[src/source/bus_consts.svh]
`ifndef BUS_CONSTS_SVH
`define BUS_CONSTS_SVH

// core-local timer window, 64 KiB at the base
`define CLINT_BASE      32'h0200_0000
`define CLINT_SPAN_BITS 16

// mtime word offsets inside the window
`define MTIME_LO_OFF    16'h0000
`define MTIME_HI_OFF    16'h0004

// read response codes
`define RESP_OKAY       2'b00
`define RESP_DECERR     2'b11

`endif

[src/source/bus_pkg.sv]
package bus_pkg;

    // byte address
    typedef logic [31:0] addr_t;

    // read data word
    typedef logic [31:0] data_t;

    // read response code
    typedef logic [1:0] resp_t;

    // read request payload, travels with arvalid/arready
    typedef struct packed {
        addr_t addr;
    } rd_req_t;

    // read response payload, travels with rvalid/rready
    typedef struct packed {
        data_t data;
        resp_t resp;
    } rd_rsp_t;

    // arbiter grant state
    typedef enum logic [1:0] {
        ARB_IDLE = 2'd0,
        ARB_LSU  = 2'd1,
        ARB_IFU  = 2'd2
    } arb_state_t;

endpackage

[src/source/clint_timer.sv]
`timescale 1ns/10ps

`include "bus_consts.svh"

module clint_timer (
    input  logic              clock,
    input  logic              arst_n,
    input  logic              arvalid,
    output logic              arready,
    input  bus_pkg::rd_req_t  ar,
    output logic              rvalid,
    input  logic              rready,
    output bus_pkg::rd_rsp_t  r
);

    import bus_pkg::*;

    logic [63:0]                 mtime;
    logic [`CLINT_SPAN_BITS-1:0] offset;
    rd_rsp_t                     rsp_next;
    rd_rsp_t                     rsp_q;
    logic                        rvalid_q;

    assign offset  = ar.addr[`CLINT_SPAN_BITS-1:0];
    assign arready = ~rvalid_q;
    assign rvalid  = rvalid_q;
    assign r       = rsp_q;

    // word select, anything else is a decode error
    always_comb begin
        if (offset == `MTIME_LO_OFF) begin
            rsp_next.data = mtime[31:0];
            rsp_next.resp = `RESP_OKAY;
        end else if (offset == `MTIME_HI_OFF) begin
            rsp_next.data = mtime[63:32];
            rsp_next.resp = `RESP_OKAY;
        end else begin
            rsp_next.data = '0;
            rsp_next.resp = `RESP_DECERR;
        end
    end

    always_ff @(posedge clock or negedge arst_n) begin
        if (!arst_n) begin
            mtime    <= 64'd0;
            rvalid_q <= 1'b0;
        end else begin
            mtime <= mtime + 64'd1;
            if (arvalid && arready) begin
                rvalid_q <= 1'b1;
            end else if (rvalid_q && rready) begin
                rvalid_q <= 1'b0;
            end
        end
    end

    // response payload, sampled at the request handshake
    always_ff @(posedge clock) begin
        if (arvalid && arready) begin
            rsp_q <= rsp_next;
        end
    end

endmodule

[src/source/mem_read_top.sv]
`timescale 1ns/10ps

module mem_read_top (
    input  logic              clock,
    input  logic              arst_n,

    input  logic              ifu_arvalid,
    output logic              ifu_arready,
    input  bus_pkg::rd_req_t  ifu_ar,
    output logic              ifu_rvalid,
    input  logic              ifu_rready,
    output bus_pkg::rd_rsp_t  ifu_r,

    input  logic              lsu_arvalid,
    output logic              lsu_arready,
    input  bus_pkg::rd_req_t  lsu_ar,
    output logic              lsu_rvalid,
    input  logic              lsu_rready,
    output bus_pkg::rd_rsp_t  lsu_r,

    output logic              mst_arvalid,
    input  logic              mst_arready,
    output bus_pkg::rd_req_t  mst_ar,
    input  logic              mst_rvalid,
    output logic              mst_rready,
    input  bus_pkg::rd_rsp_t  mst_r
);

    import bus_pkg::*;

    // arbiter to router
    logic    gnt_arvalid;
    logic    gnt_arready;
    rd_req_t gnt_ar;
    logic    gnt_rvalid;
    logic    gnt_rready;
    rd_rsp_t gnt_r;

    // router to timer
    logic    clint_arvalid;
    logic    clint_arready;
    rd_req_t clint_ar;
    logic    clint_rvalid;
    logic    clint_rready;
    rd_rsp_t clint_r;

    read_arbiter u_arbiter (
        .clock       (clock),
        .arst_n      (arst_n),
        .ifu_arvalid (ifu_arvalid),
        .ifu_arready (ifu_arready),
        .ifu_ar      (ifu_ar),
        .ifu_rvalid  (ifu_rvalid),
        .ifu_rready  (ifu_rready),
        .ifu_r       (ifu_r),
        .lsu_arvalid (lsu_arvalid),
        .lsu_arready (lsu_arready),
        .lsu_ar      (lsu_ar),
        .lsu_rvalid  (lsu_rvalid),
        .lsu_rready  (lsu_rready),
        .lsu_r       (lsu_r),
        .gnt_arvalid (gnt_arvalid),
        .gnt_arready (gnt_arready),
        .gnt_ar      (gnt_ar),
        .gnt_rvalid  (gnt_rvalid),
        .gnt_rready  (gnt_rready),
        .gnt_r       (gnt_r)
    );

    read_router u_router (
        .clock         (clock),
        .arst_n        (arst_n),
        .gnt_arvalid   (gnt_arvalid),
        .gnt_arready   (gnt_arready),
        .gnt_ar        (gnt_ar),
        .gnt_rvalid    (gnt_rvalid),
        .gnt_rready    (gnt_rready),
        .gnt_r         (gnt_r),
        .mst_arvalid   (mst_arvalid),
        .mst_arready   (mst_arready),
        .mst_ar        (mst_ar),
        .mst_rvalid    (mst_rvalid),
        .mst_rready    (mst_rready),
        .mst_r         (mst_r),
        .clint_arvalid (clint_arvalid),
        .clint_arready (clint_arready),
        .clint_ar      (clint_ar),
        .clint_rvalid  (clint_rvalid),
        .clint_rready  (clint_rready),
        .clint_r       (clint_r)
    );

    clint_timer u_clint (
        .clock   (clock),
        .arst_n  (arst_n),
        .arvalid (clint_arvalid),
        .arready (clint_arready),
        .ar      (clint_ar),
        .rvalid  (clint_rvalid),
        .rready  (clint_rready),
        .r       (clint_r)
    );

endmodule

[src/source/read_arbiter.sv]
`timescale 1ns/10ps

module read_arbiter (
    input  logic              clock,
    input  logic              arst_n,

    input  logic              ifu_arvalid,
    output logic              ifu_arready,
    input  bus_pkg::rd_req_t  ifu_ar,
    output logic              ifu_rvalid,
    input  logic              ifu_rready,
    output bus_pkg::rd_rsp_t  ifu_r,

    input  logic              lsu_arvalid,
    output logic              lsu_arready,
    input  bus_pkg::rd_req_t  lsu_ar,
    output logic              lsu_rvalid,
    input  logic              lsu_rready,
    output bus_pkg::rd_rsp_t  lsu_r,

    output logic              gnt_arvalid,
    input  logic              gnt_arready,
    output bus_pkg::rd_req_t  gnt_ar,
    input  logic              gnt_rvalid,
    output logic              gnt_rready,
    input  bus_pkg::rd_rsp_t  gnt_r
);

    import bus_pkg::*;

    arb_state_t state;
    arb_state_t state_next;
    logic       idle;
    logic       pick_lsu;
    logic       req_fire;
    logic       rsp_fire;

    assign idle     = (state == ARB_IDLE);
    // fixed priority, load/store first
    assign pick_lsu = lsu_arvalid;

    // request channel, only while idle
    assign gnt_arvalid = idle & (lsu_arvalid | ifu_arvalid);
    assign gnt_ar      = pick_lsu ? lsu_ar : ifu_ar;
    assign lsu_arready = idle & pick_lsu & gnt_arready;
    assign ifu_arready = idle & ~pick_lsu & gnt_arready;

    // response channel back to the owner of the grant
    assign lsu_rvalid = (state == ARB_LSU) & gnt_rvalid;
    assign ifu_rvalid = (state == ARB_IFU) & gnt_rvalid;
    assign lsu_r      = gnt_r;
    assign ifu_r      = gnt_r;

    always_comb begin
        case (state)
            ARB_LSU: gnt_rready = lsu_rready;
            ARB_IFU: gnt_rready = ifu_rready;
            default: gnt_rready = 1'b0;
        endcase
    end

    assign req_fire = gnt_arvalid & gnt_arready;
    assign rsp_fire = gnt_rvalid & gnt_rready;

    always_comb begin
        state_next = state;
        case (state)
            ARB_IDLE: begin
                if (req_fire) begin
                    state_next = pick_lsu ? ARB_LSU : ARB_IFU;
                end
            end
            ARB_LSU, ARB_IFU: begin
                // grant held until the response is taken
                if (rsp_fire) begin
                    state_next = ARB_IDLE;
                end
            end
            default: state_next = ARB_IDLE;
        endcase
    end

    always_ff @(posedge clock or negedge arst_n) begin
        if (!arst_n) begin
            state <= ARB_IDLE;
        end else begin
            state <= state_next;
        end
    end

endmodule

[src/source/read_router.sv]
`timescale 1ns/10ps

`include "bus_consts.svh"

module read_router (
    input  logic              clock,
    input  logic              arst_n,

    input  logic              gnt_arvalid,
    output logic              gnt_arready,
    input  bus_pkg::rd_req_t  gnt_ar,
    output logic              gnt_rvalid,
    input  logic              gnt_rready,
    output bus_pkg::rd_rsp_t  gnt_r,

    output logic              mst_arvalid,
    input  logic              mst_arready,
    output bus_pkg::rd_req_t  mst_ar,
    input  logic              mst_rvalid,
    output logic              mst_rready,
    input  bus_pkg::rd_rsp_t  mst_r,

    output logic              clint_arvalid,
    input  logic              clint_arready,
    output bus_pkg::rd_req_t  clint_ar,
    input  logic              clint_rvalid,
    output logic              clint_rready,
    input  bus_pkg::rd_rsp_t  clint_r
);

    import bus_pkg::*;

    logic  hit_clint;
    logic  busy;
    logic  tgt_clint;
    logic  req_fire;
    logic  rsp_fire;

    // window decode on the upper address bits
    assign hit_clint = ((gnt_ar.addr >> `CLINT_SPAN_BITS) == (`CLINT_BASE >> `CLINT_SPAN_BITS));

    // request side blocked while a read is outstanding
    assign mst_arvalid   = gnt_arvalid & ~busy & ~hit_clint;
    assign clint_arvalid = gnt_arvalid & ~busy & hit_clint;
    assign mst_ar        = gnt_ar;
    assign clint_ar      = gnt_ar;
    assign gnt_arready   = ~busy & (hit_clint ? clint_arready : mst_arready);

    // response side from the latched target
    assign gnt_rvalid   = busy & (tgt_clint ? clint_rvalid : mst_rvalid);
    assign gnt_r        = tgt_clint ? clint_r : mst_r;
    assign clint_rready = busy & tgt_clint & gnt_rready;
    assign mst_rready   = ~tgt_clint & gnt_rready;

    assign req_fire = gnt_arvalid & gnt_arready;
    assign rsp_fire = gnt_rvalid & gnt_rready;

    always_ff @(posedge clock or negedge arst_n) begin
        if (!arst_n) begin
            busy      <= 1'b0;
            tgt_clint <= 1'b0;
        end else begin
            if (req_fire) begin
                busy      <= 1'b1;
                tgt_clint <= hit_clint;
            end else if (rsp_fire) begin
                busy <= 1'b0;
            end
        end
    end

endmodule

[config.mk]
export PLATFORM = sky130hd
export DESIGN_NAME = mem_read_top
export DESIGN_NICKNAME = d
export VERILOG_FILES = /design/src/source/bus_pkg.sv /design/src/source/clint_timer.sv /design/src/source/mem_read_top.sv /design/src/source/read_arbiter.sv /design/src/source/read_router.sv
export VERILOG_INCLUDE_DIRS = /design/src /design/src/source
export SDC_FILE = /design/constraint.sdc
export NUM_CORES = 1
export LEC_CHECK = 0
export BUFFER_PORTS_ARGS = -buffer_cell sky130_fd_sc_hd__buf_2
export CORE_MARGIN = 10
export CORE_UTILIZATION = 50
export CTS_CLUSTER_SIZE = 40
export DETAILED_ROUTE_END_ITERATION = 6
export GPL_ROUTABILITY_DRIVEN = 0
export PLACE_DENSITY_LB_ADDON = 0.12
export SLEW_MARGIN = 20
export SYNTH_ARGS = -nofsm -noshare
export SYNTH_HDL_FRONTEND = slang
export SYNTH_SLANG_ARGS = --single-unit
[constraint.sdc]
create_clock -name clock -period 5.2 [get_ports clock]
set_clock_uncertainty 0.2 [all_clocks]
set_input_delay 1.04 -clock clock [delete_from_list [all_inputs] [get_ports clock]]
set_output_delay 1.04 -clock clock [all_outputs]
set_load 0.02 [all_outputs]
# [Word level (Yosys, flattened, before mapping)]
# Cells that the tools add are included.
[totals] ff_bits=103 out_inout_bits=106 wordCells=60
[classes] addsub=1 n_eq_ne=6 mux=15 bitwise=23 n_reduce_logical=8
[ops] operator="2-to-1 mux 34 bit" count=3
[ops] operator="adder 64 x 1 -> 64 bit, second input constant" count=1
[ops] operator="2-to-1 mux 32 bit" count=1
[ops] operator="AND 1 bit" count=17
[ops] operator="equality test 16 x 10 -> 1 bit, second input constant" count=1
[ops] operator="equality test 16 x 3 -> 1 bit, second input constant" count=1
[ops] operator="logical NOT 16 bit" count=1
[ops] operator="2-to-1 mux 1 bit" count=6
[ops] operator="2-to-1 mux 2 bit" count=3
[ops] operator="inverter 1 bit" count=5
[ops] operator="case mux 2 bit (2 select lines)" count=1
[ops] operator="nonzero test 2 bit" count=2
[ops] operator="equality test 2 x 1 -> 1 bit, second input constant" count=1
[ops] operator="equality test 2 bit, second input constant" count=1
[ops] operator="logical AND 1 bit" count=2
[ops] operator="logical NOT 2 bit" count=1
[ops] operator="!= test 2 x 1 -> 1 bit, second input constant" count=1
[ops] operator="!= test 2 bit, second input constant" count=1
[ops] operator="case mux 1 bit (2 select lines)" count=1
[ops] operator="AND reduction 2 bit" count=1
[ops] operator="OR reduction 2 bit" count=1
[ops] operator="bitwise OR 1 bit" count=1

# [Depth between registers and ports, before layout]
# Gate-level depths: netlist of the first run.
[depth] word_depth=7 ltp_mapped=9

# [Hierarchy]
# Synthesis of the first run repeated with hierarchy kept, for this count alone.
[hier_totals] cells_unflattened=635 hier_area_um2=6770.2
[modules_own_cells] module="clint_timer" n_inst=1 cells_per_inst=378 area_each_um2=4483.0 seq_area_each_um2=2617.5
[modules_own_cells] module="read_arbiter" n_inst=1 cells_per_inst=131 area_each_um2=1208.7 seq_area_each_um2=50.0
[modules_own_cells] module="read_router" n_inst=1 cells_per_inst=126 area_each_um2=1078.5 seq_area_each_um2=50.0

# [Worst setup path before layout of the first run]
# No wires, ideal clock.
[synth_path] kind="input port to flip-flop" start="input lsu_ar[30] (netlist name)" end="register u_arbiter.state[0]" arrival_ns=4.437 t_required_ns=4.922 slack_ns=0.485 stages=6 n_path_buf=0 path_cell_list="nor4b_1 nand4_1 a2111oi_2 o21ba_2 nor3_1 o21bai_1"
[synth_between] elab_chain_cells=7
[synth_lines] element="start: declaration" line_no="mem_read_top.sv:16" text="input bus_pkg::rd_req_t lsu_ar,"
[synth_lines] element="2-to-1 mux 32 bit" line_no="read_arbiter.sv:44" text="assign gnt_ar = pick_lsu ? lsu_ar : ifu_ar;"
[synth_lines] element="equality test 16 x 10 -> 1 bit" line_no="read_router.sv:40" text="assign hit_clint = ((gnt_ar.addr >> `CLINT_SPAN_BITS) == (`CLINT_BASE >> `CLINT_SPAN_BITS));"
[synth_lines] element="2-to-1 mux 1 bit" line_no="read_router.sv:47" text="assign gnt_arready = ~busy & (hit_clint ? clint_arready : mst_arready);"
[synth_lines] element="AND 1 bit" line_no="read_router.sv:47"
[synth_lines] element="AND 1 bit" line_no="read_arbiter.sv:62" text="assign req_fire = gnt_arvalid & gnt_arready;"
[synth_lines] element="!= test 2 bit (no source line)"
[synth_lines] element="AND reduction 2 bit (no source line)"
[synth_lines] element="end signal: assignment" line_no="read_arbiter.sv:87" text="state <= state_next;"
[synth_lines] element="end: declaration" line_no="read_arbiter.sv:31" text="arb_state_t state;"
# Every way passes these cells.
# A chain may end at the register's enable or synchronous reset.

# [Worst setup path in the final report of the first run]
[layout_path] start="input lsu_arvalid" end="output lsu_arready"
[layout_between] elab_chain_cells=5
[layout_lines] element="start: declaration" line_no="mem_read_top.sv:14" text="input logic lsu_arvalid,"
[layout_lines] element="2-to-1 mux 32 bit" line_no="read_arbiter.sv:44"
[layout_lines] element="equality test 16 x 10 -> 1 bit" line_no="read_router.sv:40"
[layout_lines] element="2-to-1 mux 1 bit" line_no="read_router.sv:47"
[layout_lines] element="AND 1 bit" line_no="read_router.sv:47"
[layout_lines] element="AND 1 bit (*)" line_no="read_arbiter.sv:45" text="assign lsu_arready = idle & pick_lsu & gnt_arready;"
[layout_lines] element="end: declaration" line_no="mem_read_top.sv:15" text="output logic lsu_arready,"
# Mark *: on every way between the ends. The rest lies on a longest branch, timed or not.

==> results of run 1 <==
[worst max-delay path, delay by kind of cell]
kind,cells,cell delay [ps]
compound gates,2,490
buf+inv,3,830
mux,1,200
simple gates,2,280
[power by group through the flow]
stage	clock [W]	sequential (W)	combinational, W
floorplan	0	0.000841	0.000143
global placement	0	0.000840	0.000233
detailed placement	0	0.000840	0.000237
CTS	0.000773	0.000824	0.000237
global route	0.000803	0.000824	0.000252
finish	0.000759	0.000824	0.000234
[cells by family after synthesis]
family	count (synthesis)	synth area share [%]
AND/OR/NAND/NOR	213	18.7
flip-flops	102	46.8
buffers and inverters	70	7.11
multiplexers	66	12.8
XOR/XNOR	61	9.20
AO/OA/AOI/OAI	47	4.63
adder cells (fa/ha/maj)	4	0.862
[layout make-up]
class                      count  area [sq um]  share of cell area (%)
sequential                   102          2720                    38.4
clock inverter                 5           108                    1.52
timing repair buffer         218          1110                    15.7
clock buffer                  10           229                    3.24
multi-input combinational    391          2690                    38.1
inverter                      11          41.3                   0.583
tap                          143           179                    2.53
[registers in the layout, summed over array words and instances (netlist names)]
name,flops
u_clint.mtime,64
u_clint.r,33
u_arbiter.state,2
u_clint.rvalid,1
u_router.busy,1
u_router.tgt_clint,1
[path summary, 6_finish.rpt]
check,start,end,slack (ps),cells past startpoint
max,lsu_arvalid,lsu_arready,1120,8
min,u_clint.mtime[35]$_DFF_PN0_,u_clint.mtime[35]$_DFF_PN0_,300,1
max reg2reg,u_arbiter.state[1]$_DFFE_PN0P_,u_arbiter.state[0]$_DFFE_PN0P_,2380,9
min reg2reg,u_clint.mtime[35]$_DFF_PN0_,u_clint.mtime[35]$_DFF_PN0_,300,1
max in group asynchronous,arst_n,u_clint.mtime[49]$_DFF_PN0_,3260,2
min in group asynchronous,arst_n,u_arbiter.state[1]$_DFFE_PN0P_,550,1
[per-layer routing]
layer | share of wire [%] | vias up | global-route usage (%) | wire [um]
met2 | 50 | 135 | 30.7 | 7730
met1 | 43 | 2241 | 23.5 | 6650
li1 | - | 2283 | - | -
met5 | 0 | - | 0 | 0
met4 | 1.1 | 0 | 4.83 | 177
met3 | 6.0 | 16 | 4.01 | 931
[metrics by stage]
step	hold WS (ps)	instances	worst slack [ps]
after CTS	296	880	1130
after floorplan	255	563	485
after detailed placement	284	865	1130
after global routing	310	880	933
after global placement	271	865	1200
final	298	880	1120
[cells in the mapped netlist, drive strengths merged]
master,instances
nand2,98
dfrtp,69
mux2,64
xnor2,50
buf,48
a21oi,34
edfxtp,33
nand3,28
and3,21
nand4,21
nor2,12
clkbuf,11
inv,11
xor2,11
nor3,10
nor4,8
and4,5
ha,4
o21ai,4
nor4b,3
a21o,2
and2,2
mux2i,2
nor2b,2
a2111oi,1
a22o,1
a22oi,1
a31oi,1
o21ba,1
o21bai,1
o311ai,1
or2,1
or3,1
or4,1
==> impl_metrics.tcl, run 1 <==
set metrics [dict create \
    synth.net_count 673 \
    crit_chain "buf_2 -> buf_4 -> nor3_1 -> a22oi_1 -> a21oi_1 -> mux2i_1 -> and3_1 -> buf_2" \
    rsz0062_at_grt "no" \
    tightest_slew_ps 694 \
    track_usage_pct 18.4 \
    startpoint_type "input port" \
    crit_fanout 26 \
    routed_wl_mm 15.5 \
    ys_ff_latch 102 \
    grt_pass1_vias 4716 \
    cp_data_arrival_time_ps 2840 \
    rows 39 \
    cts_resized 0 \
    path_class "input port to primary output" \
    power_frac_clock_pct 41.8 \
    period_minus_slack_ps 4080 \
    postSynthCellCount 563 \
    tritoncts "yes" \
    powerDensity_nw_per_um2 257 \
    drv_cap 0 \
    cts-htree-levels 3 \
    die_area_sq_um 16300 \
    cts_sinks 102 \
    synth_top_area_cell "dfrtp_1" \
    syn_avg_cell_area_sq_um 10.3 \
    ios 212 \
    diodes 0 \
    layout_commonest_cell "buf_2" \
    ys_seq_area_share_pct 46.8 \
    p_leak_nw 3.12 \
    synth_top_area_share_pct 29.7 \
    setup_viol 0 \
    slowest_stage "buf_4" \
    power_w 0.00182 \
    cts_hold_buf 0 \
    cts_setup_buffers 0 \
    slowest_delay_ps 390 \
    gr-total-overflow 0 \
    drt-vias-per-instance 5.31 \
    switching_share_pct 23.7 \
    seqPwrFrac_pct 45.3 \
    endpoint_kind "primary output" \
    syn_area_sq_um 5810 \
    die_h_um 128 \
    final_nets 843 \
    synth.distinct_cells 46 \
    yosys_warnings 0 \
    first_iter_violations 353 \
    remaining_drc_errors 0 \
    cts_buffers 9 \
    slew_viol_final 0 \
    dp.final_hpwl_mm 11.9 \
    clk_pin_slew_ps 70 \
    status "finished clean" \
    grt_pass1_wl_mm 24.8 \
    final_cell_mix "211 x buf_2, 97 x nand2_1, 69 x dfrtp_1, 64 x mux2_2, 50 x xnor2_1" \
    combPwrFrac_pct 12.9 \
    finalHoldViolations 0 \
    grt_max_degree 41 \
    postRouteAntennaNets 0 \
    path_common_cell "buf_2" \
    initial_core_util_pct 50.9 \
    insertion_delay_ps 340 \
    antenna_found_initial 0 \
    port_buffers 211 \
    fill_cells 965 \
    max_slew_margin_pct 53.7 \
    finalCritPeriodShare_pct 78.6 \
    fmax_mhz 245 \
    cts_root_buf "clkbuf_16" \
    p_switching_w 0.000430 \
    stdcell_area_sq_um 7080 \
    die_x_um 128 \
    wire_per_inst_um 17.6 \
    critPathRequiredTime_ps 3960 \
    hold_path_class "register to register" \
    utilization_pct 62.0 \
    core_area_sq_um 11400 \
    vdd_drop_max_uv 157 \
    tns_ps 0 \
    clock_path_buffers 2 \
    dpl_cell_area_sq_um 6740 \
    num_vias 4675 \
    area_delta_synth_final_pct 21.8 \
    drt-pass1-iter-count 5 \
    internal_power_w 0.00139 \
    drive_gt1_share_pct 42.1 \
    synthTopCellsByArea "dfrtp_1 30%, edfxtp_1 17%, mux2_2 12%, xnor2_1 7.5%, nand2_1 6.3%" \
]
Note: power is estimated with default switching activity, not from simulation.
==> inputs of run 2 (changes only) <==
--- a/config.mk
+++ b/config.mk
@@ -8,7 +8,7 @@
 export LEC_CHECK = 0
 export BUFFER_PORTS_ARGS = -buffer_cell sky130_fd_sc_hd__buf_2
 export CORE_MARGIN = 10
-export CORE_UTILIZATION = 50
+export CORE_UTILIZATION = 45
 export CTS_CLUSTER_SIZE = 40
 export DETAILED_ROUTE_END_ITERATION = 6
 export GPL_ROUTABILITY_DRIVEN = 0
==> constraint.sdc (replaced) <==
create_clock -name clock -period 3.69 [get_ports clock]
set_clock_uncertainty 0.2 [all_clocks]
set_input_delay 0.738 -clock clock [delete_from_list [all_inputs] [get_ports clock]]
set_output_delay 0.738 -clock clock [all_outputs]
set_load 0.02 [all_outputs]
==> run 2 against run 1 <==
Against the previous run: core utilization down 5.5 points; critical path depth did not move; highest routed layer unchanged; cell count is 3.6% higher; non-clock buffer count rose by 2; sequential cell count is the same; via count is 0.86% higher.
==> impl_metrics.tcl, run 2 (synthesized netlist as in run 1, its figures left out) <==
set metrics [dict create \
    die_h_um 134 \
    internal_power_w 0.00195 \
    tns_ps 0 \
    tritoncts "yes" \
    grt_pass1_wl_mm 26.2 \
    powerDensity_nw_per_um2 359 \
    utilization_pct 56.5 \
    combPwrFrac_pct 13.1 \
    drive_gt1_share_pct 42.3 \
    largest_reg_flops 64 \
    die_area_sq_um 17900 \
    path_class "input port to primary output" \
    gr-total-overflow 0 \
    cp_data_arrival_time_ps 2360 \
    cts-htree-levels 3 \
    area_delta_synth_final_pct 22.7 \
    path_common_cell "buf_2" \
    rsz0062_at_grt "no" \
    drt-vias-per-instance 5.17 \
    final_nets 845 \
    antenna_found_initial 0 \
    grt_pass1_vias 4975 \
    status "finished clean" \
    die_x_um 134 \
    final_cell_mix "211 x buf_2, 97 x nand2_1, 68 x dfrtp_1, 64 x mux2_2, 50 x xnor2_1" \
    power_frac_clock_pct 41.5 \
    routed_wl_mm 16.1 \
    p_leak_nw 3.13 \
    max_slew_margin_pct 39.0 \
    cts_setup_buffers 0 \
    tightest_slew_ps 914 \
    p_switching_w 0.000609 \
    crit_chain "buf_2 -> nor4b_1 -> nand4_1 -> a21oi_1 -> mux2i_1 -> nand2_1 -> nor2_1 -> buf_2" \
    ios 212 \
    seqPwrFrac_pct 45.3 \
    dp.final_hpwl_mm 12.4 \
    critPathRequiredTime_ps 2750 \
    num_vias 4715 \
    path_buf_inv 2 \
    endpoint_kind "primary output" \
    track_usage_pct 17.9 \
    remaining_drc_errors 0 \
    switching_share_pct 23.8 \
    slowest_stage "a21oi_1" \
    finalHoldViolations 0 \
    vdd_drop_max_uv 240 \
    fmax_mhz 304 \
    drt-pass1-iter-count 6 \
    cts_resized 0 \
    first_iter_violations 328 \
    period_minus_slack_ps 3290 \
    detailedPlace.worstSlack_ps 405 \
    clk_pin_slew_ps 70 \
    slew_viol_final 0 \
    finalCritPeriodShare_pct 89.3 \
    wire_per_inst_um 17.7 \
    slowest_delay_ps 350 \
    postRouteAntennaNets 0 \
    clock_path_buffers 2 \
    port_buffers 211 \
    hold_path_class "register to register" \
    initial_core_util_pct 46.0 \
    cts_sinks 102 \
    grt_max_degree 40 \
    cts_buffers 9 \
    core_area_sq_um 12600 \
    fill_cells 1162 \
    diodes 0 \
    fin_ws_ps 396 \
    insertion_delay_ps 340 \
    layout_commonest_cell "buf_2" \
    startpoint_type "input port" \
    cp_top_family "simple AND/OR/NAND/NOR gates" \
    drv_cap 0 \
    cts_root_buf "clkbuf_16" \
    crit_fanout 3 \
    rows 41 \
    power_w 0.00256 \
    setup_viol 0 \
    largest-register "u_clint.mtime" \
    cts_hold_buf 0 \
]
## run 2: changes by cell type in the layout (fill, tap and decap cells not counted), sizes merged
cell / delta
clkinv: +3
clkbuf: -1
buf: +2
inv: -1
## run 2: path summary, 6_finish.rpt
kind | startpoint | end | slack (ps) | cells after the start
setup / recovery | lsu_ar[30] | ifu_arready | 400 | 8
hold / removal | u_clint.mtime[42]$_DFF_PN0_ | u_clint.mtime[42]$_DFF_PN0_ | 290 | 1
setup reg to reg | u_arbiter.state[1]$_DFFE_PN0P_ | u_clint.r[22]$_DFFE_PP_ | 1090 | 6
hold reg to reg | u_clint.mtime[42]$_DFF_PN0_ | u_clint.mtime[42]$_DFF_PN0_ | 290 | 1
max in group asynchronous | arst_n | u_clint.mtime[62]$_DFF_PN0_ | 2170 | 2
min in group asynchronous | arst_n | u_clint.rvalid$_DFFE_PN0P_ | 330 | 1
## run 2: power groups by stage
stage	Sequential, W	Clock [W]	Combinational [W]
after floorplan	0.00118	0	0.000202
after global placement	0.00118	0	0.000333
after detailed placement	0.00118	0	0.000337
after CTS	0.00116	0.00109	0.000339
after global routing	0.00116	0.00114	0.000361
final	0.00116	0.00106	0.000336
## run 2: cell type report
type / instances / area (sq um) / area share [%]
Clock buffer: 9 / 225 / 3.16
Clock inverter: 7 / 111 / 1.56
Inverter: 11 / 41.3 / 0.579
Multi-Input combinational cell: 391 / 2690 / 37.8
Sequential cell: 102 / 2720 / 38.1
Tap cell: 172 / 215 / 3.02
Timing Repair Buffer: 220 / 1120 / 15.8
## run 2: stage by stage
stage | hold WS [ps] | cells | instance area, sq um
finish | 290 | 912 | 7130
global route | 312 | 912 | 7130
detailed placement | 281 | 896 | 6790
floorplan | 242 | 563 | 5820
global placement | 274 | 896 | 6790
CTS | 296 | 912 | 7130
## run 2: routing by layer
layer  vias to the layer above  wire, um  GRT usage (%)
li1                       2278         -              -
met1                      2310      7160           22.5
met2                       119      8090           30.3
met3                         8       748           4.70
met4                         0       128           3.33
met5                         -         0              0
==> inputs of run 3 (changes only) <==
--- a/config.mk
+++ b/config.mk
@@ -6,12 +6,14 @@
 export SDC_FILE = /design/constraint.sdc
 export NUM_CORES = 1
 export LEC_CHECK = 0
+export ABC_AREA = 1
 export BUFFER_PORTS_ARGS = -buffer_cell sky130_fd_sc_hd__buf_2
 export CORE_MARGIN = 10
-export CORE_UTILIZATION = 45
+export CORE_UTILIZATION = 52
 export CTS_CLUSTER_SIZE = 40
 export DETAILED_ROUTE_END_ITERATION = 6
 export GPL_ROUTABILITY_DRIVEN = 0
+export GPL_TIMING_DRIVEN = 0
 export PLACE_DENSITY_LB_ADDON = 0.12
 export SLEW_MARGIN = 20
 export SYNTH_ARGS = -nofsm -noshare
==> constraint.sdc (replaced) <==
create_clock -name clock -period 3.7 [get_ports clock]
set_clock_uncertainty 0.2 [all_clocks]
set_input_delay 0.74 -clock clock [delete_from_list [all_inputs] [get_ports clock]]
set_output_delay 0.74 -clock clock [all_outputs]
set_load 0.02 [all_outputs]
==> run 3 against run 2 <==
Against the previous run: die area fell by 0.87%; sequential share of layout area down 5.2 points; routed wire length is 33% higher; first-iteration DRC count up 100%; design area up 16%; non-clock buffer count is 45 higher; sequential power about the same; area after synthesis increased by 14%; via count increased by 40%; cell count increased by 42%; total power rose by 4.1%.
==> impl_metrics.tcl, run 3 <==
set metrics [dict create \
    synth_top_area_cell "dfrtp_1" \
    tns_ps 0 \
    initial_core_util_pct 52.9 \
    ys_ff_latch 102 \
    grt_max_degree 47 \
    port_buffers 210 \
    synth_commonest_cells "334 x nand2_1, 88 x nor2_1, 77 x inv_1" \
    synth_most_common_cell "nand2_1" \
    max_slew_margin_pct 53.5 \
    period_minus_slack_ps 3220 \
    ios 212 \
    cts-htree-levels 3 \
    cts_hold_buf 0 \
    dp.final_hpwl_mm 18.0 \
    p_leak_nw 3.98 \
    tritoncts "yes" \
    synth_top_area_share_pct 26.0 \
    powerDensity_nw_per_um2 323 \
    syn_avg_cell_area_sq_um 7.43 \
    final_nets 1226 \
    largest_reg_flops 64 \
    wire_per_inst_um 16.6 \
    grt_pass1_vias 6252 \
    largest-register "u_clint.mtime" \
    tightest_slew_ps 697 \
    cts_sinks 102 \
    yosys.area_share.xor_xnor_pct 8.04 \
    slew_viol_final 0 \
    synth_top_family_by_area "simple AND/OR/NAND/NOR gates" \
    syn_area_sq_um 6640 \
    insertion_delay_ps 350 \
    postRouteAntennaNets 0 \
    grt_pass1_wl_mm 33.5 \
    cp_data_arrival_time_ps 2280 \
    die_area_sq_um 17700 \
    crit_fanout 10 \
    drive_gt1_share_pct 28.1 \
    muxShareOfSynthArea_pct 0 \
    rsz0062_at_grt "no" \
    setup_viol 0 \
    synth_edf_count 33 \
    utilization_pct 65.6 \
    cts_root_buf "clkbuf_16" \
    ys.flop_type "dfrtp_1" \
    synthTopCellsByArea "dfrtp_1 26%, nand2_1 19%, edfxtp_1 15%, xor2_1 6.9%, nor2_1 5.0%" \
    remaining_drc_errors 0 \
    final_cell_mix "334 x nand2_1, 212 x buf_2, 88 x nor2_1, 76 x inv_1, 69 x dfrtp_1" \
    vdd_drop_max_uv 258 \
    fmax_mhz 310 \
    core_area_sq_um 12600 \
    cts_setup_buffers 0 \
    yosys.area_share.adder_pct 0.753 \
    antenna_found_initial 1 \
    synth_compound_area_share_pct 2.75 \
    first_iter_violations 660 \
    endpoint_kind "primary output" \
    rows 41 \
    drv_cap 0 \
    drt-pass1-iter-count 6 \
    status "finished clean" \
    postSynthCellCount 894 \
    synth.distinct_cells 39 \
    finalCritPeriodShare_pct 87.2 \
    die_x_um 133 \
    startpoint_type "input port" \
    track_usage_pct 23.5 \
    async_flop_share_pct 67.6 \
    gr-total-overflow 0 \
    layout_commonest_cell "nand2_1" \
    clock_path_buffers 2 \
    routed_wl_mm 21.5 \
    synth.net_count 1004 \
    finalHoldViolations 0 \
    yosys_warnings 0 \
    hold_path_class "input port to async pin" \
    fill_cells 1145 \
    path_class "input port to primary output" \
    drt-vias-per-instance 5.09 \
    area_delta_synth_final_pct 24.1 \
    die_h_um 133 \
    num_vias 6587 \
    critPathRequiredTime_ps 2760 \
    cts_buffers 9 \
    cts_resized 0 \
    ys_seq_area_share_pct 40.9 \
    synthSimpleGateAreaFrac_pct 37.0 \
    clk_pin_slew_ps 70 \
]
run 3: worst max-delay path, stage by stage:
cell	delay, ps
buf_6	120
buf_6	140
buf_2	190
nand2_1	100
nand2_2	70
nor2_4	110
nand2_2	80
nor2_4	120
nand2_1	70
nand2_2	70
nand3b_1	100
nor3_1	170
buf_2	210
run 3: stage by stage:
| stage | hold WS (ps) | std cells | area (sq um) | total power [W] | setup slack, ps |
|---|---|---|---|---|---|
| 3_5_place_dp | 283 | 1277 | 7940 | 0.00173 | 475 |
| 6_report | 81.7 | 1294 | 8250 | 0.00267 | 475 |
| 3_3_place_gp | 262 | 1276 | 7910 | 0.00172 | 340 |
| 5_1_grt | 98.5 | 1294 | 8250 | 0.00277 | 312 |
| 2_1_floorplan | 244 | 894 | 6640 | 0.00153 | 473 |
| 4_1_cts | 93.9 | 1293 | 8240 | 0.00268 | 470 |
run 3: cell type report:
class	instances	area, sq um	share of cell area (%)
Clock inverter	3	21.3	0.258
Tap cell	172	215	2.61
Multi-Input combinational cell	657	3220	39.1
Clock buffer	13	283	3.43
Inverter	81	307	3.72
Antenna cell	1	2.50	0.0303
Buffer	54	394	4.78
Timing Repair Buffer	211	1080	13.1
Sequential cell	102	2720	33.0
run 3: worst paths after layout:
check                                          startpoint                           to  slack (ps)  cells after the start
hold reg to reg               u_clint.mtime[63]$_DFF_PN0_  u_clint.mtime[63]$_DFF_PN0_         290                      1
setup / recovery                              lsu_arvalid                  ifu_arready         480                     13
min in group clock            u_clint.mtime[63]$_DFF_PN0_  u_clint.mtime[63]$_DFF_PN0_         290                      1
setup reg to reg           u_arbiter.state[0]$_DFFE_PN0P_       u_clint.r[8]$_DFFE_PP_        1200                      6
max in group asynchronous                          arst_n   u_clint.mtime[9]$_DFF_PN0_        2680                      2
hold / removal                                     arst_n  u_clint.mtime[60]$_DFF_PN0_          80                      1
run 3: power by group:
| group | internal, W | leakage [nW] | total (W) | switching [W] |
|---|---|---|---|---|
| sequential | 0.00117 | 1.18 | 0.00119 | 0.0000128 |
| combinational | 0.000200 | 2.65 | 0.000523 | 0.000323 |
| clock | 0.000541 | 0.151 | 0.000958 | 0.000417 |
| total | 0.00191 | 3.98 | 0.00267 | 0.000753 |
run 3: cells by family (layout without fill, tap and decap cells):
kind of cell	Yosys count	count (layout)
xor+xnor	61	61
flops	102	102
buf+inv	135	362
other cells	0	1
fa+ha+maj	4	4
compound gates	35	35
simple gates	557	557
run 3: per-layer routing:
metal	wire (um)	vias up	global-route usage, %	part of all wire [%]
met1	8850	2988	29.2	41
met4	459	0	6.11	2.1
met3	1870	37	4.92	8.7
met5	0	-	0	0
met2	10300	319	40.3	48
li1	-	3243	-	-
